<file path="src/verilog/saturn_core_pkg.sv">
// core side request bundle and address command kinds for the bus controller
`default_nettype none

package saturn_core_pkg;

  // saturn addresses are five nibbles
  localparam int ADDR_W = 20;

  // transfer count and data pointer width
  localparam int CNT_W = 4;

  // everything the core asks of the bus controller
  typedef struct packed {
    logic               load_pc;
    logic               load_dp;
    logic               configure;
    logic               dp_write;
    // core is ready to take a pc nibble
    logic               read_pc;
    logic [ADDR_W-1:0]  address;
    // nibble to write while o_data_ptr points at it
    logic [3:0]         data_nibl;
    // number of nibbles to write, minus one
    logic [CNT_W-2:0]   xfr_cnt;
  } core_req_t;

  // which address command the address loop is serving
  typedef enum logic [1:0] {
    KIND_NONE   = 2'd0,
    KIND_PC     = 2'd1,
    KIND_DP     = 2'd2,
    KIND_CONFIG = 2'd3
  } addr_kind_e;

endpackage

`default_nettype wire

</file>
<file path="src/verilog/saturn_bus_pkg.sv">
// saturn nibble bus protocol types, command codes and slot constants
`default_nettype none

package saturn_bus_pkg;

  // one bus word is a single nibble
  localparam int NIBBLE_W = 4;

  // address commands are followed by this many nibbles, low first
  localparam int ADDR_NIBBLES = 5;

  // four i_clk cycles per bus slot
  localparam int PHASES = 4;

  // phase number inside a slot
  typedef logic [1:0] bus_phase_t;

  // bus command codes
  typedef enum logic [NIBBLE_W-1:0] {
    PC_READ   = 4'h0,
    DP_WRITE  = 4'h3,
    LOAD_PC   = 4'h4,
    LOAD_DP   = 4'h5,
    CONFIGURE = 4'h6
  } bus_cmd_e;

  // same four wires, decoded as a command or as raw data
  typedef union packed {
    bus_cmd_e            cmd;
    logic [NIBBLE_W-1:0] nibl;
  } bus_word_u;

  // request from one engine toward the arbiter
  typedef struct packed {
    logic      req;
    // low for a command word, high for data
    logic      cmd_data;
    bus_word_u word;
  } bus_drive_t;

endpackage

`default_nettype wire
</file>
<file path="src/verilog/saturn_bus_ctrl.sv">
// saturn bus controller top, connects phase generator, engines and arbiter
`timescale 1ns/100ps
`default_nettype none

module saturn_bus_ctrl
  import saturn_bus_pkg::*, saturn_core_pkg::*;
(
  input  wire                 i_clk,
  input  wire                 cmd_RESET_0,
  input  core_req_t           i_req,
  input  wire                 i_alu_busy,
  input  wire  [NIBBLE_W-1:0] i_bus_data,
  output logic [NIBBLE_W-1:0] o_bus_data,
  output logic                o_bus_cmd_data,
  output logic                o_bus_strobe,
  output logic                o_bus_reset,
  output logic [NIBBLE_W-1:0] o_nibble,
  output logic [CNT_W-1:0]    o_data_ptr,
  output logic                o_stall_alu,
  output logic                o_bus_done
);

  // slot timing shared by every engine
  bus_phase_t phase;
  logic       bus_up;

  // one request per bus driver
  bus_drive_t startup_drive;
  bus_drive_t cmd_drive;
  bus_drive_t addr_drive;
  bus_drive_t data_drive;

  // sequencer to address loop
  logic       addr_start;
  addr_kind_e addr_kind;
  logic       addr_done;

  // sequencer to data engine
  logic       pc_read_mode;
  logic       dp_write_mode;
  logic       write_done;

  saturn_bus_phase phase_i (
    .i_clk           (i_clk),
    .cmd_RESET_0     (cmd_RESET_0),
    .o_phase         (phase),
    .o_bus_up        (bus_up),
    .o_startup_drive (startup_drive),
    .o_bus_reset     (o_bus_reset)
  );

  saturn_cmd_seq cmd_seq_i (
    .i_clk           (i_clk),
    .cmd_RESET_0     (cmd_RESET_0),
    .i_phase         (phase),
    .i_bus_up        (bus_up),
    .i_req           (i_req),
    .i_addr_done     (addr_done),
    .i_write_done    (write_done),
    .o_cmd_drive     (cmd_drive),
    .o_addr_start    (addr_start),
    .o_addr_kind     (addr_kind),
    .o_pc_read_mode  (pc_read_mode),
    .o_dp_write_mode (dp_write_mode),
    .o_stall_alu     (o_stall_alu)
  );

  saturn_addr_loop addr_loop_i (
    .i_clk        (i_clk),
    .cmd_RESET_0  (cmd_RESET_0),
    .i_phase      (phase),
    .i_addr_start (addr_start),
    .i_addr_kind  (addr_kind),
    .i_address    (i_req.address),
    .o_addr_drive (addr_drive),
    .o_addr_done  (addr_done)
  );

  saturn_data_xfer data_xfer_i (
    .i_clk           (i_clk),
    .cmd_RESET_0     (cmd_RESET_0),
    .i_phase         (phase),
    .i_pc_read_mode  (pc_read_mode),
    .i_dp_write_mode (dp_write_mode),
    .i_read_pc       (i_req.read_pc),
    .i_alu_busy      (i_alu_busy),
    .i_data_nibl     (i_req.data_nibl),
    .i_xfr_cnt       (CNT_W'(i_req.xfr_cnt)),
    .i_bus_data      (i_bus_data),
    .o_data_drive    (data_drive),
    .o_nibble        (o_nibble),
    .o_data_ptr      (o_data_ptr),
    .o_bus_done      (o_bus_done),
    .o_write_done    (write_done)
  );

  saturn_bus_arbiter arbiter_i (
    .i_clk           (i_clk),
    .cmd_RESET_0     (cmd_RESET_0),
    .i_phase         (phase),
    .i_startup_drive (startup_drive),
    .i_cmd_drive     (cmd_drive),
    .i_addr_drive    (addr_drive),
    .i_data_drive    (data_drive),
    .o_bus_data      (o_bus_data),
    .o_bus_cmd_data  (o_bus_cmd_data),
    .o_bus_strobe    (o_bus_strobe)
  );

endmodule

`default_nettype wire

</file>
<file path="src/verilog/saturn_bus_arbiter.sv">
// bus arbiter, fixed priority pick per slot, word register and phase 1 strobe
`timescale 1ns/100ps
`default_nettype none

module saturn_bus_arbiter
  import saturn_bus_pkg::*;
(
  input  wire                 i_clk,
  input  wire                 cmd_RESET_0,
  input  bus_phase_t          i_phase,
  input  bus_drive_t          i_startup_drive,
  input  bus_drive_t          i_cmd_drive,
  input  bus_drive_t          i_addr_drive,
  input  bus_drive_t          i_data_drive,
  output logic [NIBBLE_W-1:0] o_bus_data,
  output logic                o_bus_cmd_data,
  output logic                o_bus_strobe
);

  bus_drive_t sel;
  bus_word_u  word_q;

  // start-up, then command, then address, then data
  always_comb begin
    sel = i_data_drive;
    if (i_addr_drive.req) begin
      sel = i_addr_drive;
    end
    if (i_cmd_drive.req) begin
      sel = i_cmd_drive;
    end
    if (i_startup_drive.req) begin
      sel = i_startup_drive;
    end
  end

  // strobe covers phase 1 only
  // cmd/data level is back high from phase 2
  always_ff @(posedge i_clk) begin
    if (cmd_RESET_0) begin
      o_bus_strobe   <= 1'b0;
      o_bus_cmd_data <= 1'b1;
    end else if (i_phase == 2'd0 && sel.req) begin
      o_bus_strobe   <= 1'b1;
      o_bus_cmd_data <= sel.cmd_data;
    end else if (i_phase == 2'd1) begin
      o_bus_strobe   <= 1'b0;
      o_bus_cmd_data <= 1'b1;
    end
  end

  // word holds until the next granted slot
  always_ff @(posedge i_clk) begin
    if (i_phase == 2'd0 && sel.req) begin
      word_q <= sel.word;
    end
  end

  assign o_bus_data = word_q.nibl;

endmodule

`default_nettype wire

</file>
<file path="src/verilog/saturn_data_xfer.sv">
// data engine, pc reads held off by the alu and counted dp writes
`timescale 1ns/100ps
`default_nettype none

module saturn_data_xfer
  import saturn_bus_pkg::*, saturn_core_pkg::*;
(
  input  wire                 i_clk,
  input  wire                 cmd_RESET_0,
  input  bus_phase_t          i_phase,
  input  wire                 i_pc_read_mode,
  input  wire                 i_dp_write_mode,
  input  wire                 i_read_pc,
  input  wire                 i_alu_busy,
  input  wire  [NIBBLE_W-1:0] i_data_nibl,
  input  wire  [CNT_W-1:0]    i_xfr_cnt,
  input  wire  [NIBBLE_W-1:0] i_bus_data,
  output bus_drive_t          o_data_drive,
  output logic [NIBBLE_W-1:0] o_nibble,
  output logic [CNT_W-1:0]    o_data_ptr,
  output logic                o_bus_done,
  output logic                o_write_done
);

  logic req_rd;
  logic req_wr;
  // requests offered at the last phase 0
  logic rd_pend;
  logic wr_pend;

  // no read while the alu is busy
  assign req_rd = i_pc_read_mode && i_read_pc && !i_alu_busy;
  assign req_wr = i_dp_write_mode;

  always_ff @(posedge i_clk) begin
    if (cmd_RESET_0) begin
      rd_pend    <= 1'b0;
      wr_pend    <= 1'b0;
      o_data_ptr <= '0;
      o_bus_done <= 1'b0;
    end else begin
      o_bus_done <= 1'b0;
      if (i_phase == 2'd0) begin
        rd_pend <= req_rd;
        wr_pend <= req_wr;
      end
      if (!i_dp_write_mode) begin
        o_data_ptr <= '0;
      end else if (i_phase == 2'd1 && wr_pend) begin
        // last nibble out, done shows in phase 2
        if (o_data_ptr == i_xfr_cnt) begin
          o_bus_done <= 1'b1;
        end else begin
          o_data_ptr <= o_data_ptr + 1'b1;
        end
      end
    end
  end

  // read lost to a new command when the mode dropped at phase 0
  always_ff @(posedge i_clk) begin
    if (i_phase == 2'd1 && rd_pend && i_pc_read_mode) begin
      o_nibble <= i_bus_data;
    end
  end

  // reads put PC_READ on the bus as data
  always_comb begin
    o_data_drive          = '0;
    o_data_drive.req      = req_rd || req_wr;
    o_data_drive.cmd_data = 1'b1;
    if (req_wr) begin
      o_data_drive.word.nibl = i_data_nibl;
    end else begin
      o_data_drive.word.cmd = PC_READ;
    end
  end

  assign o_write_done = o_bus_done;

endmodule

`default_nettype wire

</file>
<file path="src/verilog/saturn_addr_loop.sv">
// address loop, sends five address nibbles low first after an address command
`timescale 1ns/100ps
`default_nettype none

module saturn_addr_loop
  import saturn_bus_pkg::*, saturn_core_pkg::*;
(
  input  wire               i_clk,
  input  wire               cmd_RESET_0,
  input  bus_phase_t        i_phase,
  input  wire               i_addr_start,
  input  addr_kind_e        i_addr_kind,
  input  wire  [ADDR_W-1:0] i_address,
  output bus_drive_t        o_addr_drive,
  output logic              o_addr_done
);

  logic              run;
  // nibbles already sent
  logic [2:0]        idx;
  // shifts down one nibble per slot
  logic [ADDR_W-1:0] addr_q;

  always_ff @(posedge i_clk) begin
    if (cmd_RESET_0) begin
      run         <= 1'b0;
      idx         <= '0;
      o_addr_done <= 1'b0;
    end else begin
      o_addr_done <= 1'b0;
      if (i_addr_start) begin
        run <= 1'b1;
        idx <= '0;
      end else if (run && i_phase == 2'd0) begin
        // arbiter takes the nibble on this edge
        idx <= idx + 1'b1;
        if (idx == 3'(ADDR_NIBBLES - 1)) begin
          run <= 1'b0;
        end
      end else if (!run && idx == 3'(ADDR_NIBBLES)) begin
        // done pulse lands in phase 3 of the last slot
        if (i_phase == 2'd2) begin
          o_addr_done <= (i_addr_kind != KIND_NONE);
        end
        if (i_phase == 2'd3) begin
          idx <= '0;
        end
      end
    end
  end

  // payload, captured with the command
  always_ff @(posedge i_clk) begin
    if (i_addr_start) begin
      addr_q <= i_address;
    end else if (run && i_phase == 2'd0) begin
      addr_q <= addr_q >> NIBBLE_W;
    end
  end

  always_comb begin
    o_addr_drive           = '0;
    o_addr_drive.req       = run;
    o_addr_drive.cmd_data  = 1'b1;
    o_addr_drive.word.nibl = addr_q[NIBBLE_W-1:0];
  end

endmodule

`default_nettype wire

</file>
<file path="src/verilog/saturn_cmd_seq.sv">
// command sequencer, last command and pointer state, pc_read reissue and alu stall
`timescale 1ns/100ps
`default_nettype none

module saturn_cmd_seq
  import saturn_bus_pkg::*, saturn_core_pkg::*;
(
  input  wire        i_clk,
  input  wire        cmd_RESET_0,
  input  bus_phase_t i_phase,
  input  wire        i_bus_up,
  input  core_req_t  i_req,
  input  wire        i_addr_done,
  input  wire        i_write_done,
  output bus_drive_t o_cmd_drive,
  output logic       o_addr_start,
  output addr_kind_e o_addr_kind,
  output logic       o_pc_read_mode,
  output logic       o_dp_write_mode,
  output logic       o_stall_alu
);

  // S_PCR waits for its slot, S_REL releases the stall after it
  typedef enum logic [2:0] {S_IDLE, S_ADDR, S_DPW, S_PCR, S_REL} seq_state_e;

  seq_state_e state;
  bus_cmd_e   last_cmd;
  // current pointer, 0 is PC and 1 is DP
  logic       ptr_dp;
  logic       stall_q;
  logic       cmd_req;
  bus_cmd_e   cmd_code;
  logic       accept;

  // command word toward the arbiter
  always_comb begin
    cmd_req  = 1'b0;
    cmd_code = PC_READ;
    if (state == S_PCR) begin
      cmd_req = 1'b1;
    end else if (state == S_IDLE && i_bus_up) begin
      // new core requests only while nothing is in flight
      if (i_req.load_pc) begin
        cmd_req  = 1'b1;
        cmd_code = LOAD_PC;
      end else if (i_req.load_dp) begin
        cmd_req  = 1'b1;
        cmd_code = LOAD_DP;
      end else if (i_req.configure) begin
        cmd_req  = 1'b1;
        cmd_code = CONFIGURE;
      end else if (i_req.dp_write && ptr_dp && last_cmd == LOAD_DP) begin
        // writes only right after a LOAD_DP
        cmd_req  = 1'b1;
        cmd_code = DP_WRITE;
      end
    end
    o_cmd_drive          = '0;
    o_cmd_drive.req      = cmd_req;
    o_cmd_drive.cmd_data = 1'b0;
    o_cmd_drive.word.cmd = cmd_code;
  end

  // commands win arbitration once the bus is up
  assign accept       = (state == S_IDLE) && cmd_req && (i_phase == 2'd0);
  assign o_addr_start = accept && (cmd_code != DP_WRITE);

  always_ff @(posedge i_clk) begin
    if (cmd_RESET_0) begin
      state       <= S_IDLE;
      last_cmd    <= PC_READ;
      ptr_dp      <= 1'b0;
      stall_q     <= 1'b1;
      o_addr_kind <= KIND_NONE;
    end else begin
      // start-up slot over, alu may run
      if (!i_bus_up && i_phase == 2'd1) begin
        stall_q <= 1'b0;
      end
      case (state)
        S_IDLE: begin
          if (accept) begin
            last_cmd <= o_cmd_drive.word.cmd;
            stall_q  <= 1'b1;
            state    <= S_ADDR;
            case (cmd_code)
              LOAD_PC: begin
                o_addr_kind <= KIND_PC;
                ptr_dp      <= 1'b0;
              end
              LOAD_DP: begin
                o_addr_kind <= KIND_DP;
                ptr_dp      <= 1'b1;
              end
              CONFIGURE: o_addr_kind <= KIND_CONFIG;
              default:   state <= S_DPW;
            endcase
          end
        end
        S_ADDR: begin
          if (i_addr_done) begin
            o_addr_kind <= KIND_NONE;
            // LOAD_DP hands the bus back, the others reissue PC_READ
            if (o_addr_kind == KIND_DP) begin
              stall_q <= 1'b0;
              state   <= S_IDLE;
            end else begin
              state <= S_PCR;
            end
          end
        end
        S_DPW: begin
          if (i_write_done) begin
            state <= S_PCR;
          end
        end
        S_PCR: begin
          if (i_phase == 2'd0) begin
            last_cmd <= PC_READ;
            ptr_dp   <= 1'b0;
            stall_q  <= 1'b1;
            state    <= S_REL;
          end
        end
        default: begin
          // unstall in phase 3 of the PC_READ slot
          if (i_phase == 2'd2) begin
            stall_q <= 1'b0;
            state   <= S_IDLE;
          end
        end
      endcase
    end
  end

  assign o_pc_read_mode  = i_bus_up && (state == S_IDLE) && !ptr_dp && (last_cmd == PC_READ);
  assign o_dp_write_mode = (state == S_DPW);
  // LOAD_DP releases in phase 3 of the last address slot
  assign o_stall_alu     = stall_q && !(i_addr_done && o_addr_kind == KIND_DP);

endmodule

`default_nettype wire

</file>
<file path="src/verilog/saturn_bus_phase.sv">
// phase generator and bus start-up sequencer, one strobe slot out of reset
`timescale 1ns/100ps
`default_nettype none

module saturn_bus_phase
  import saturn_bus_pkg::*;
(
  input  wire        i_clk,
  input  wire        cmd_RESET_0,
  output bus_phase_t o_phase,
  output logic       o_bus_up,
  output bus_drive_t o_startup_drive,
  output logic       o_bus_reset
);

  bus_phase_t phase_q;
  logic       bus_reset_q;

  // free running slot phase, restarts at 0 out of reset
  always_ff @(posedge i_clk) begin
    if (cmd_RESET_0) begin
      phase_q <= '0;
    end else if (phase_q == bus_phase_t'(PHASES - 1)) begin
      phase_q <= '0;
    end else begin
      phase_q <= phase_q + 1'b1;
    end
  end

  // bus reset stays up through phase 1 of the first slot
  // low from phase 2 on, bus then belongs to the engines
  always_ff @(posedge i_clk) begin
    if (cmd_RESET_0) begin
      bus_reset_q <= 1'b1;
    end else if (bus_reset_q && phase_q == 2'd1) begin
      bus_reset_q <= 1'b0;
    end
  end

  // start-up strobe is a data strobe with a zero word
  always_comb begin
    o_startup_drive           = '0;
    o_startup_drive.req       = bus_reset_q;
    o_startup_drive.cmd_data  = 1'b1;
    o_startup_drive.word.nibl = '0;
  end

  assign o_phase     = phase_q;
  assign o_bus_reset = bus_reset_q;
  // engines may only start once the reset slot is over
  assign o_bus_up    = !bus_reset_q;

endmodule

`default_nettype wire

</file>
<file path="config.mk">
export PLATFORM = sky130hd
export DESIGN_NAME = saturn_bus_ctrl
export DESIGN_NICKNAME = d
export VERILOG_FILES = /design/src/verilog/saturn_core_pkg.sv /design/src/verilog/saturn_bus_pkg.sv /design/src/verilog/saturn_bus_ctrl.sv /design/src/verilog/saturn_bus_arbiter.sv /design/src/verilog/saturn_data_xfer.sv /design/src/verilog/saturn_addr_loop.sv /design/src/verilog/saturn_cmd_seq.sv /design/src/verilog/saturn_bus_phase.sv
export SDC_FILE = /design/constraint.sdc
export NUM_CORES = 1
export LEC_CHECK = 0
export BUFFER_PORTS_ARGS = -buffer_cell sky130_fd_sc_hd__buf_2
export CAP_MARGIN = 40
export CORE_ASPECT_RATIO = 0.7
export CORE_MARGIN = 10
export CORE_UTILIZATION = 42
export DETAILED_ROUTE_END_ITERATION = 7
export HOLD_SLACK_MARGIN = 0.03
export PLACE_DENSITY = 0.64
export SYNTH_ARGS = -nofsm -noshare
export SYNTH_HDL_FRONTEND = slang
export SYNTH_HIERARCHICAL = 1
export SYNTH_SLANG_ARGS = --single-unit
</file>
<file path="constraint.sdc">
create_clock -name i_clk -period 4.95 [get_ports i_clk]
set_input_delay 1.2375 -clock i_clk [delete_from_list [all_inputs] [get_ports i_clk]]
set_output_delay 1.2375 -clock i_clk [all_outputs]
set_load 0.05 [all_outputs]
</file>
==> results.json, run 1 <==
{
  "max_cap_violations": 0,
  "synth_top_area_cell": "sky130_fd_sc_hd__edfxtp_1",
  "tritoncts_clock_tree": "built",
  "die_height_um": 90.8,
  "worst_slew_margin_rel": 0.443,
  "cts.reportedPaths.clkPinSlew_ns": 0.10,
  "fin_nets": 373,
  "yosysUniqueCellTypes": 62,
  "setup_total_negative_slack_ns": 0,
  "path_delay_family": "simple AND/OR/NAND/NOR gates",
  "drt_drc_violations_left": 0,
  "min-delay-start": "data_xfer_i/wr_pend$_SDFFE_PP0N_",
  "critical_path.reg2reg.endpoint": "arbiter_i/o_bus_data[2]$_DFFE_PP_",
  "grt_pass1_vias": 2146,
  "critPathSlowestCell": "sky130_fd_sc_hd__nor3_1",
  "clock_tree.htree_level_count": 2,
  "clock_latency_ns": 0.31,
  "register_area_sq_um": 1380,
  "fraction_of_final_layout_cells_sized_beyond_drive_strength_1": 0.255,
  "crit_type": "primary input to flip-flop",
  "hold_slack_ns": 0.488,
  "holdBufCountCts": 0,
  "synth.area.top_cells": "sky130_fd_sc_hd__edfxtp_1, sky130_fd_sc_hd__dfxtp_1, sky130_fd_sc_hd__mux2_1",
  "synth_enable_flop_cells": 28,
  "critical_path.max_stage_delay_ns": 0.45,
  "finalWeightedCongestion": 0.852,
  "setup_viol_count_final": 0,
  "crit_path_start_kind": "primary input",
  "grt_usage": 0.112,
  "power.static_leakage_uw": 0.00129,
  "rsz0062_at_grt": "false",
  "synth_top_family_by_area": "simple AND/OR/NAND/NOR gates",
  "synth-compound-area-share": 0.113,
  "grt-ovfl-total": 0,
  "clockBufferDepth": 2,
  "critical_path_required_ns": 4.90,
  "yosys.area_share.xor_xnor": 0.0146,
  "min_to": "data_xfer_i/wr_pend$_SDFFE_PP0N_",
  "first_pass_grt_wire_length_um": 10300,
  "regToRegSetupSlack_ns": 2.03,
  "worst_slack_ns": 1.97,
  "cts-resized-gates": 0,
  "wire_per_inst_um": 14.3,
  "period_share": 0.602,
  "ant_nets": 0,
  "design.core.area_sq_um": 6850,
  "clock.fmax_mhz": 336,
  "ports": 56,
  "detail_route.iter0.violations": 162,
  "period_needed_ns": 2.98,
  "antenna_found_initial": 0,
  "postSynthAreaPerCell_sq_um": 10.5,
  "synth_seq_area_share": 0.460,
  "worst-path-max-fanout": 7,
  "cp_num_buf_inv": 2,
  "worst_pin_slew_ns": 0.834,
  "yosys-mux-area-fraction": 0.116,
  "synthAdderAreaFrac": 0.0250,
  "worstPathCellList": "buf_2, and4b_1, a21oi_1, o21ai_0, buf_2, nor4_4, nor3_1",
  "run_status": "finished clean",
  "grt_max_degree": 25,
  "worstReg2RegStart": "phase_i/o_bus_reset$_SDFFE_PP1P_",
  "timing.hold.worst_path_depth": 2,
  "worstSetupEndpointType": "flip-flop",
  "clockRootBuffer": "sky130_fd_sc_hd__clkbuf_8",
  "port_buffers": 55,
  "cts_post_setup_buffers_inserted": 0,
  "synth_top_area_frac": 0.280,
  "via_count": 2137,
  "die-area_sq_um": 11000,
  "area_added_between_synthesis_and_finish_pct": 11.6,
  "worst_clock_skew_ns": 0.0109,
  "utilization": 0.489,
  "synth_async_sr_flop_share": 0,
  "worst-endpoint-arrival_ns": 2.93,
  "report.final.hold_viol_count": 0,
  "die_width_um": 121,
  "layout.filler_cells": 651,
  "synth.most_common_cell": "sky130_fd_sc_hd__edfxtp_1",
  "routed_wl_um": 6050,
  "synthSimpleGateAreaFrac": 0.189,
  "row_count": 25,
  "initial_core_util": 0.439,
  "place.detailed.hpwl_um": 4580,
  "path_common_cell": "sky130_fd_sc_hd__buf_2",
  "multi_input_comb_area_sq_um": 1420,
  "mappedNetlistArea_sq_um": 3000,
  "number_of_diodes": 0,
  "ir_drop_uv": 157,
  "postSynth.topFlopCell": "sky130_fd_sc_hd__edfxtp_1",
  "drtPass1Iterations": 4,
  "cts_made_buffers": 5,
  "synth_warnings": 6,
  "cts_sink_cnt": 55,
  "synthCells": 286,
  "timing.hold.worst.class": "flip-flop to flip-flop",
  "worst-r2r-cell-count": 6,
  "final-max-slew-violation-count": 0,
  "synth_top_cells_by_count": "sky130_fd_sc_hd__edfxtp_1, sky130_fd_sc_hd__dfxtp_1, sky130_fd_sc_hd__nor2_1",
  "power_density_nw_per_um2": 345,
  "avgViaCountPerCell": 5.05,
  "synth.ff_latch_count": 55,
  "worst_slack_at_placement_ns": 1.63
}
[worst max-delay path by stage]
stage                                        endpoint  slack [ns]       from  cells past startpoint
CTS                 arbiter_i/o_bus_data[2]$_DFFE_PP_        1.96  i_req[28]                      7
global route        arbiter_i/o_bus_data[2]$_DFFE_PP_        1.68  i_req[28]                      7
finish              arbiter_i/o_bus_data[2]$_DFFE_PP_        1.97  i_req[28]                      7
floorplan             addr_loop_i/addr_q[0]$_DFFE_PP_        2.01  i_req[31]                      5
global placement    arbiter_i/o_bus_data[0]$_DFFE_PP_        1.37  i_req[28]                      6
detailed placement  arbiter_i/o_bus_data[0]$_DFFE_PP_        1.63  i_req[28]                      7
[flip-flops by register name (all words and copies together), names as in the netlist, 2 cells and up]
register,flops
phase_i/o_phase,2
arbiter_i/o_bus_data,4
cmd_seq_i/o_addr_kind,2
data_xfer_i/o_data_ptr,4
addr_loop_i/addr_q,20
data_xfer_i/o_nibble,4
cmd_seq_i/last_cmd,3
addr_loop_i/idx,3
cmd_seq_i/state,3
[area by class of cell]
class | instances | area share
timing repair buffer | 57 | 0.0858
clock inverter | 3 | 0.00821
tap | 94 | 0.0351
inverter | 13 | 0.0146
clock buffer | 5 | 0.0205
multi-input combinational | 196 | 0.424
sequential | 55 | 0.412
[where the power goes]
group / switching, uW / total, uW / internal (uW) / leakage, uW
Combinational: 183 / 302 / 119 / 0.000761
Sequential: 49.4 / 593 / 543 / 0.000480
Clock: 158 / 263 / 105 / 0.0000467
Total: 390 / 1160 / 768 / 0.00129
[through the flow]
stage | cell area [sq um] | power, uW | std cells
global route | 3350 | 1230 | 423
CTS | 3350 | 1170 | 423
global placement | 3250 | 902 | 414
detailed placement | 3260 | 907 | 415
floorplan | 3020 | 843 | 290
finish | 3350 | 1160 | 423
[cell families after synthesis]
kind of cell,after synthesis
other,6
buffers and inverters,39
XOR/XNOR,5
multiplexers,32
adder cells (fa/ha/maj),6
flip-flops,55
AND/OR/NAND/NOR,95
AO/OA/AOI/OAI,48
[per-layer routing]
metal	track usage	routed length [um]	vias to the layer above
met4	0.0251	31	0
met2	0.162	2620	58
met5	0	0	-
li1	-	-	1083
met3	0.0362	440	4
met1	0.156	2960	992
[worst register-to-register path: cells and delay by family (launching register included)]
family,cells,cell delay (ns)
AOI/OAI and AO/OA,1,0.49
and+or+nand+nor,3,1.21
buffers and inverters,2,0.47
DFF,1,0.39
[cell usage in the layout (no fill, tap or decap), types with 8 or more instances in the layout]
cell type and n:
sky130_fd_sc_hd__a21oi_1 10, sky130_fd_sc_hd__and2_1 9, sky130_fd_sc_hd__buf_2 56, sky130_fd_sc_hd__conb_1 10, sky130_fd_sc_hd__dfxtp_1 27, sky130_fd_sc_hd__edfxtp_1 28, sky130_fd_sc_hd__inv_1 12, sky130_fd_sc_hd__mux2_1 17
sky130_fd_sc_hd__mux2i_1 10, sky130_fd_sc_hd__nand2_1 15, sky130_fd_sc_hd__nand2b_1 8, sky130_fd_sc_hd__nor2_1 23, sky130_fd_sc_hd__nor3_1 8, sky130_fd_sc_hd__o21ai_0 9
Power figures use the tool's default switching activity.
==> run 2: changes to the inputs <==
PLACE_DENSITY = 0.67   (was 0.64)
clock period = 2.41 ns   (was 4.95 ns; I/O delays follow)
==> run 2 against run 1 <==
Net effect:
- clock-buffer cell count rose by 1
- sequential power increased by 97%
- non-clock buffer count rose by 16
- clock power is 130% higher
- largest cell class unchanged
==> results.json, run 2 (synthesis gave the netlist of run 1 again) <==
{
  "final-max-slew-violation-count": 0,
  "power_density_nw_per_um2": 718,
  "detail_route.iter0.violations": 165,
  "timing.hold.worst.class": "primary input to flip-flop",
  "critical_path.max_stage_delay_ns": 0.56,
  "cts.reportedPaths.clkPinSlew_ns": 0.10,
  "period_needed_ns": 2.22,
  "layout.filler_cells": 630,
  "critical_path_required_ns": 2.47,
  "finalWeightedCongestion": 0.795,
  "cts_made_buffers": 5,
  "setup_total_negative_slack_ns": 0,
  "path_common_cell": "sky130_fd_sc_hd__buf_4",
  "cts-resized-gates": 0,
  "ant_nets": 0,
  "holdBufCountCts": 0,
  "cts_sink_cnt": 55,
  "worst_slew_margin_rel": 0.499,
  "grt-ovfl-total": 0,
  "worst-endpoint-arrival_ns": 2.28,
  "clockRootBuffer": "sky130_fd_sc_hd__clkbuf_8",
  "grt_max_degree": 22,
  "drt_drc_violations_left": 0,
  "period_share": 0.920,
  "clock_latency_ns": 0.31,
  "die_height_um": 90.8,
  "placed_cell_area_sq_um": 3390,
  "setup_viol_count_final": 0,
  "fraction_of_final_layout_cells_sized_beyond_drive_strength_1": 0.293,
  "design.core.area_sq_um": 6850,
  "clock_tree.htree_level_count": 2,
  "wire_per_inst_um": 14.3,
  "worst_pin_slew_ns": 0.750,
  "worst_clock_skew_ns": 0.00853,
  "grt_usage": 0.117,
  "clockBufferDepth": 2,
  "crit_path_start_kind": "flip-flop",
  "run_status": "finished clean",
  "report.final.hold_viol_count": 0,
  "number_of_diodes": 0,
  "max_cap_violations": 0,
  "power.static_leakage_uw": 0.00138,
  "die_width_um": 121,
  "ports": 56,
  "port_buffers": 55,
  "registers.top_by_ff_count": "addr_loop_i/addr_q",
  "place.detailed.hpwl_um": 4790,
  "layout.cell_area.non_filler_sq_um": 3500,
  "rsz0062_at_grt": "false",
  "die-area_sq_um": 11000,
  "first_pass_grt_wire_length_um": 10800,
  "via_count": 2203,
  "top_library_cells_by_usage_in_the_layout_fill_and_taps_aside": "sky130_fd_sc_hd__buf_2, sky130_fd_sc_hd__edfxtp_1, sky130_fd_sc_hd__dfxtp_1, sky130_fd_sc_hd__nor2_1, sky130_fd_sc_hd__buf_4",
  "crit_type": "flip-flop to flip-flop",
  "utilization": 0.511,
  "initial_core_util": 0.439,
  "avgViaCountPerCell": 5.02,
  "ir_drop_uv": 320,
  "clock.fmax_mhz": 451,
  "worstPathCellList": "or4b_1, buf_4, nor4_4, buf_4, mux2_1",
  "fin_nets": 389,
  "critPathSlowestCell": "sky130_fd_sc_hd__or4b_1",
  "row_count": 25,
  "largest_register_ff_count": 20,
  "grt_pass1_vias": 2249,
  "tritoncts_clock_tree": "built",
  "area_added_between_synthesis_and_finish_pct": 16.5,
  "cts_post_setup_buffers_inserted": 0,
  "worst-path-max-fanout": 8,
  "mostFrequentLayoutCell": "sky130_fd_sc_hd__buf_2",
  "drtPass1Iterations": 4,
  "antenna_found_initial": 0,
  "worstSetupEndpointType": "flip-flop",
  "routed_wl_um": 6280
}
## run 2: changes by cell type in the layout (fill, tap and decap cells not counted), sizes merged
cell      before  now
bufinv         0    1
inv           15   14
buf           57   73
clkbuf         5    6
clkinvlp       1    0
## run 2: critical path: cells and delay by family, from the launching register on
family        cells  cell delay (ns)
mux               1             0.35
simple gates      2             0.86
buf+inv           2             0.45
flops             1             0.32
## run 2: power breakdown
group	switching, uW	total [uW]	internal (uW)
Sequential	54.6	1170	1110
Combinational	437	735	299
Clock	298	610	311
Total	789	2510	1720
## run 2: layer usage
metal	track usage	wire, um	vias up
met5	0	0	-
met4	0.0271	38	0
met3	0.0369	422	4
met2	0.179	2830	62
met1	0.157	2990	1022
li1	-	-	1115
## run 2: path summary, 6_finish.rpt
kind / start / to / slack, ns / depth (start not counted)
max reg2reg: cmd_seq_i/state[1]$_SDFFE_PP0P_ / addr_loop_i/addr_q[5]$_DFFE_PP_ / 0.19 / 5
max: cmd_seq_i/state[1]$_SDFFE_PP0P_ / addr_loop_i/addr_q[5]$_DFFE_PP_ / 0.19 / 5
min: i_bus_data[3] / data_xfer_i/o_nibble[3]$_DFFE_PP_ / 0.47 / 1
min reg2reg: data_xfer_i/wr_pend$_SDFFE_PP0N_ / data_xfer_i/wr_pend$_SDFFE_PP0N_ / 0.49 / 2
## run 2: through the flow
stage	hold WS (ns)	power, uW	setup slack, ns	std cells
after floorplan	0.443	1740	0.0243	290
after global placement	0.458	1910	0.127	431
after detailed placement	0.475	1930	0.0711	431
after CTS	0.457	2540	0.174	439
after global routing	0.452	2670	0.0934	439
final	0.470	2510	0.192	439
## run 2: cell type report
type	count	area, sq um	share of cell area
multi-input combinational	196	1430	0.410
sequential	55	1380	0.395
timing repair buffer	73	410	0.117
tap	94	118	0.0336
clock buffer	6	72.6	0.0207
inverter	13	48.8	0.0139
clock inverter	2	36.3	0.0104
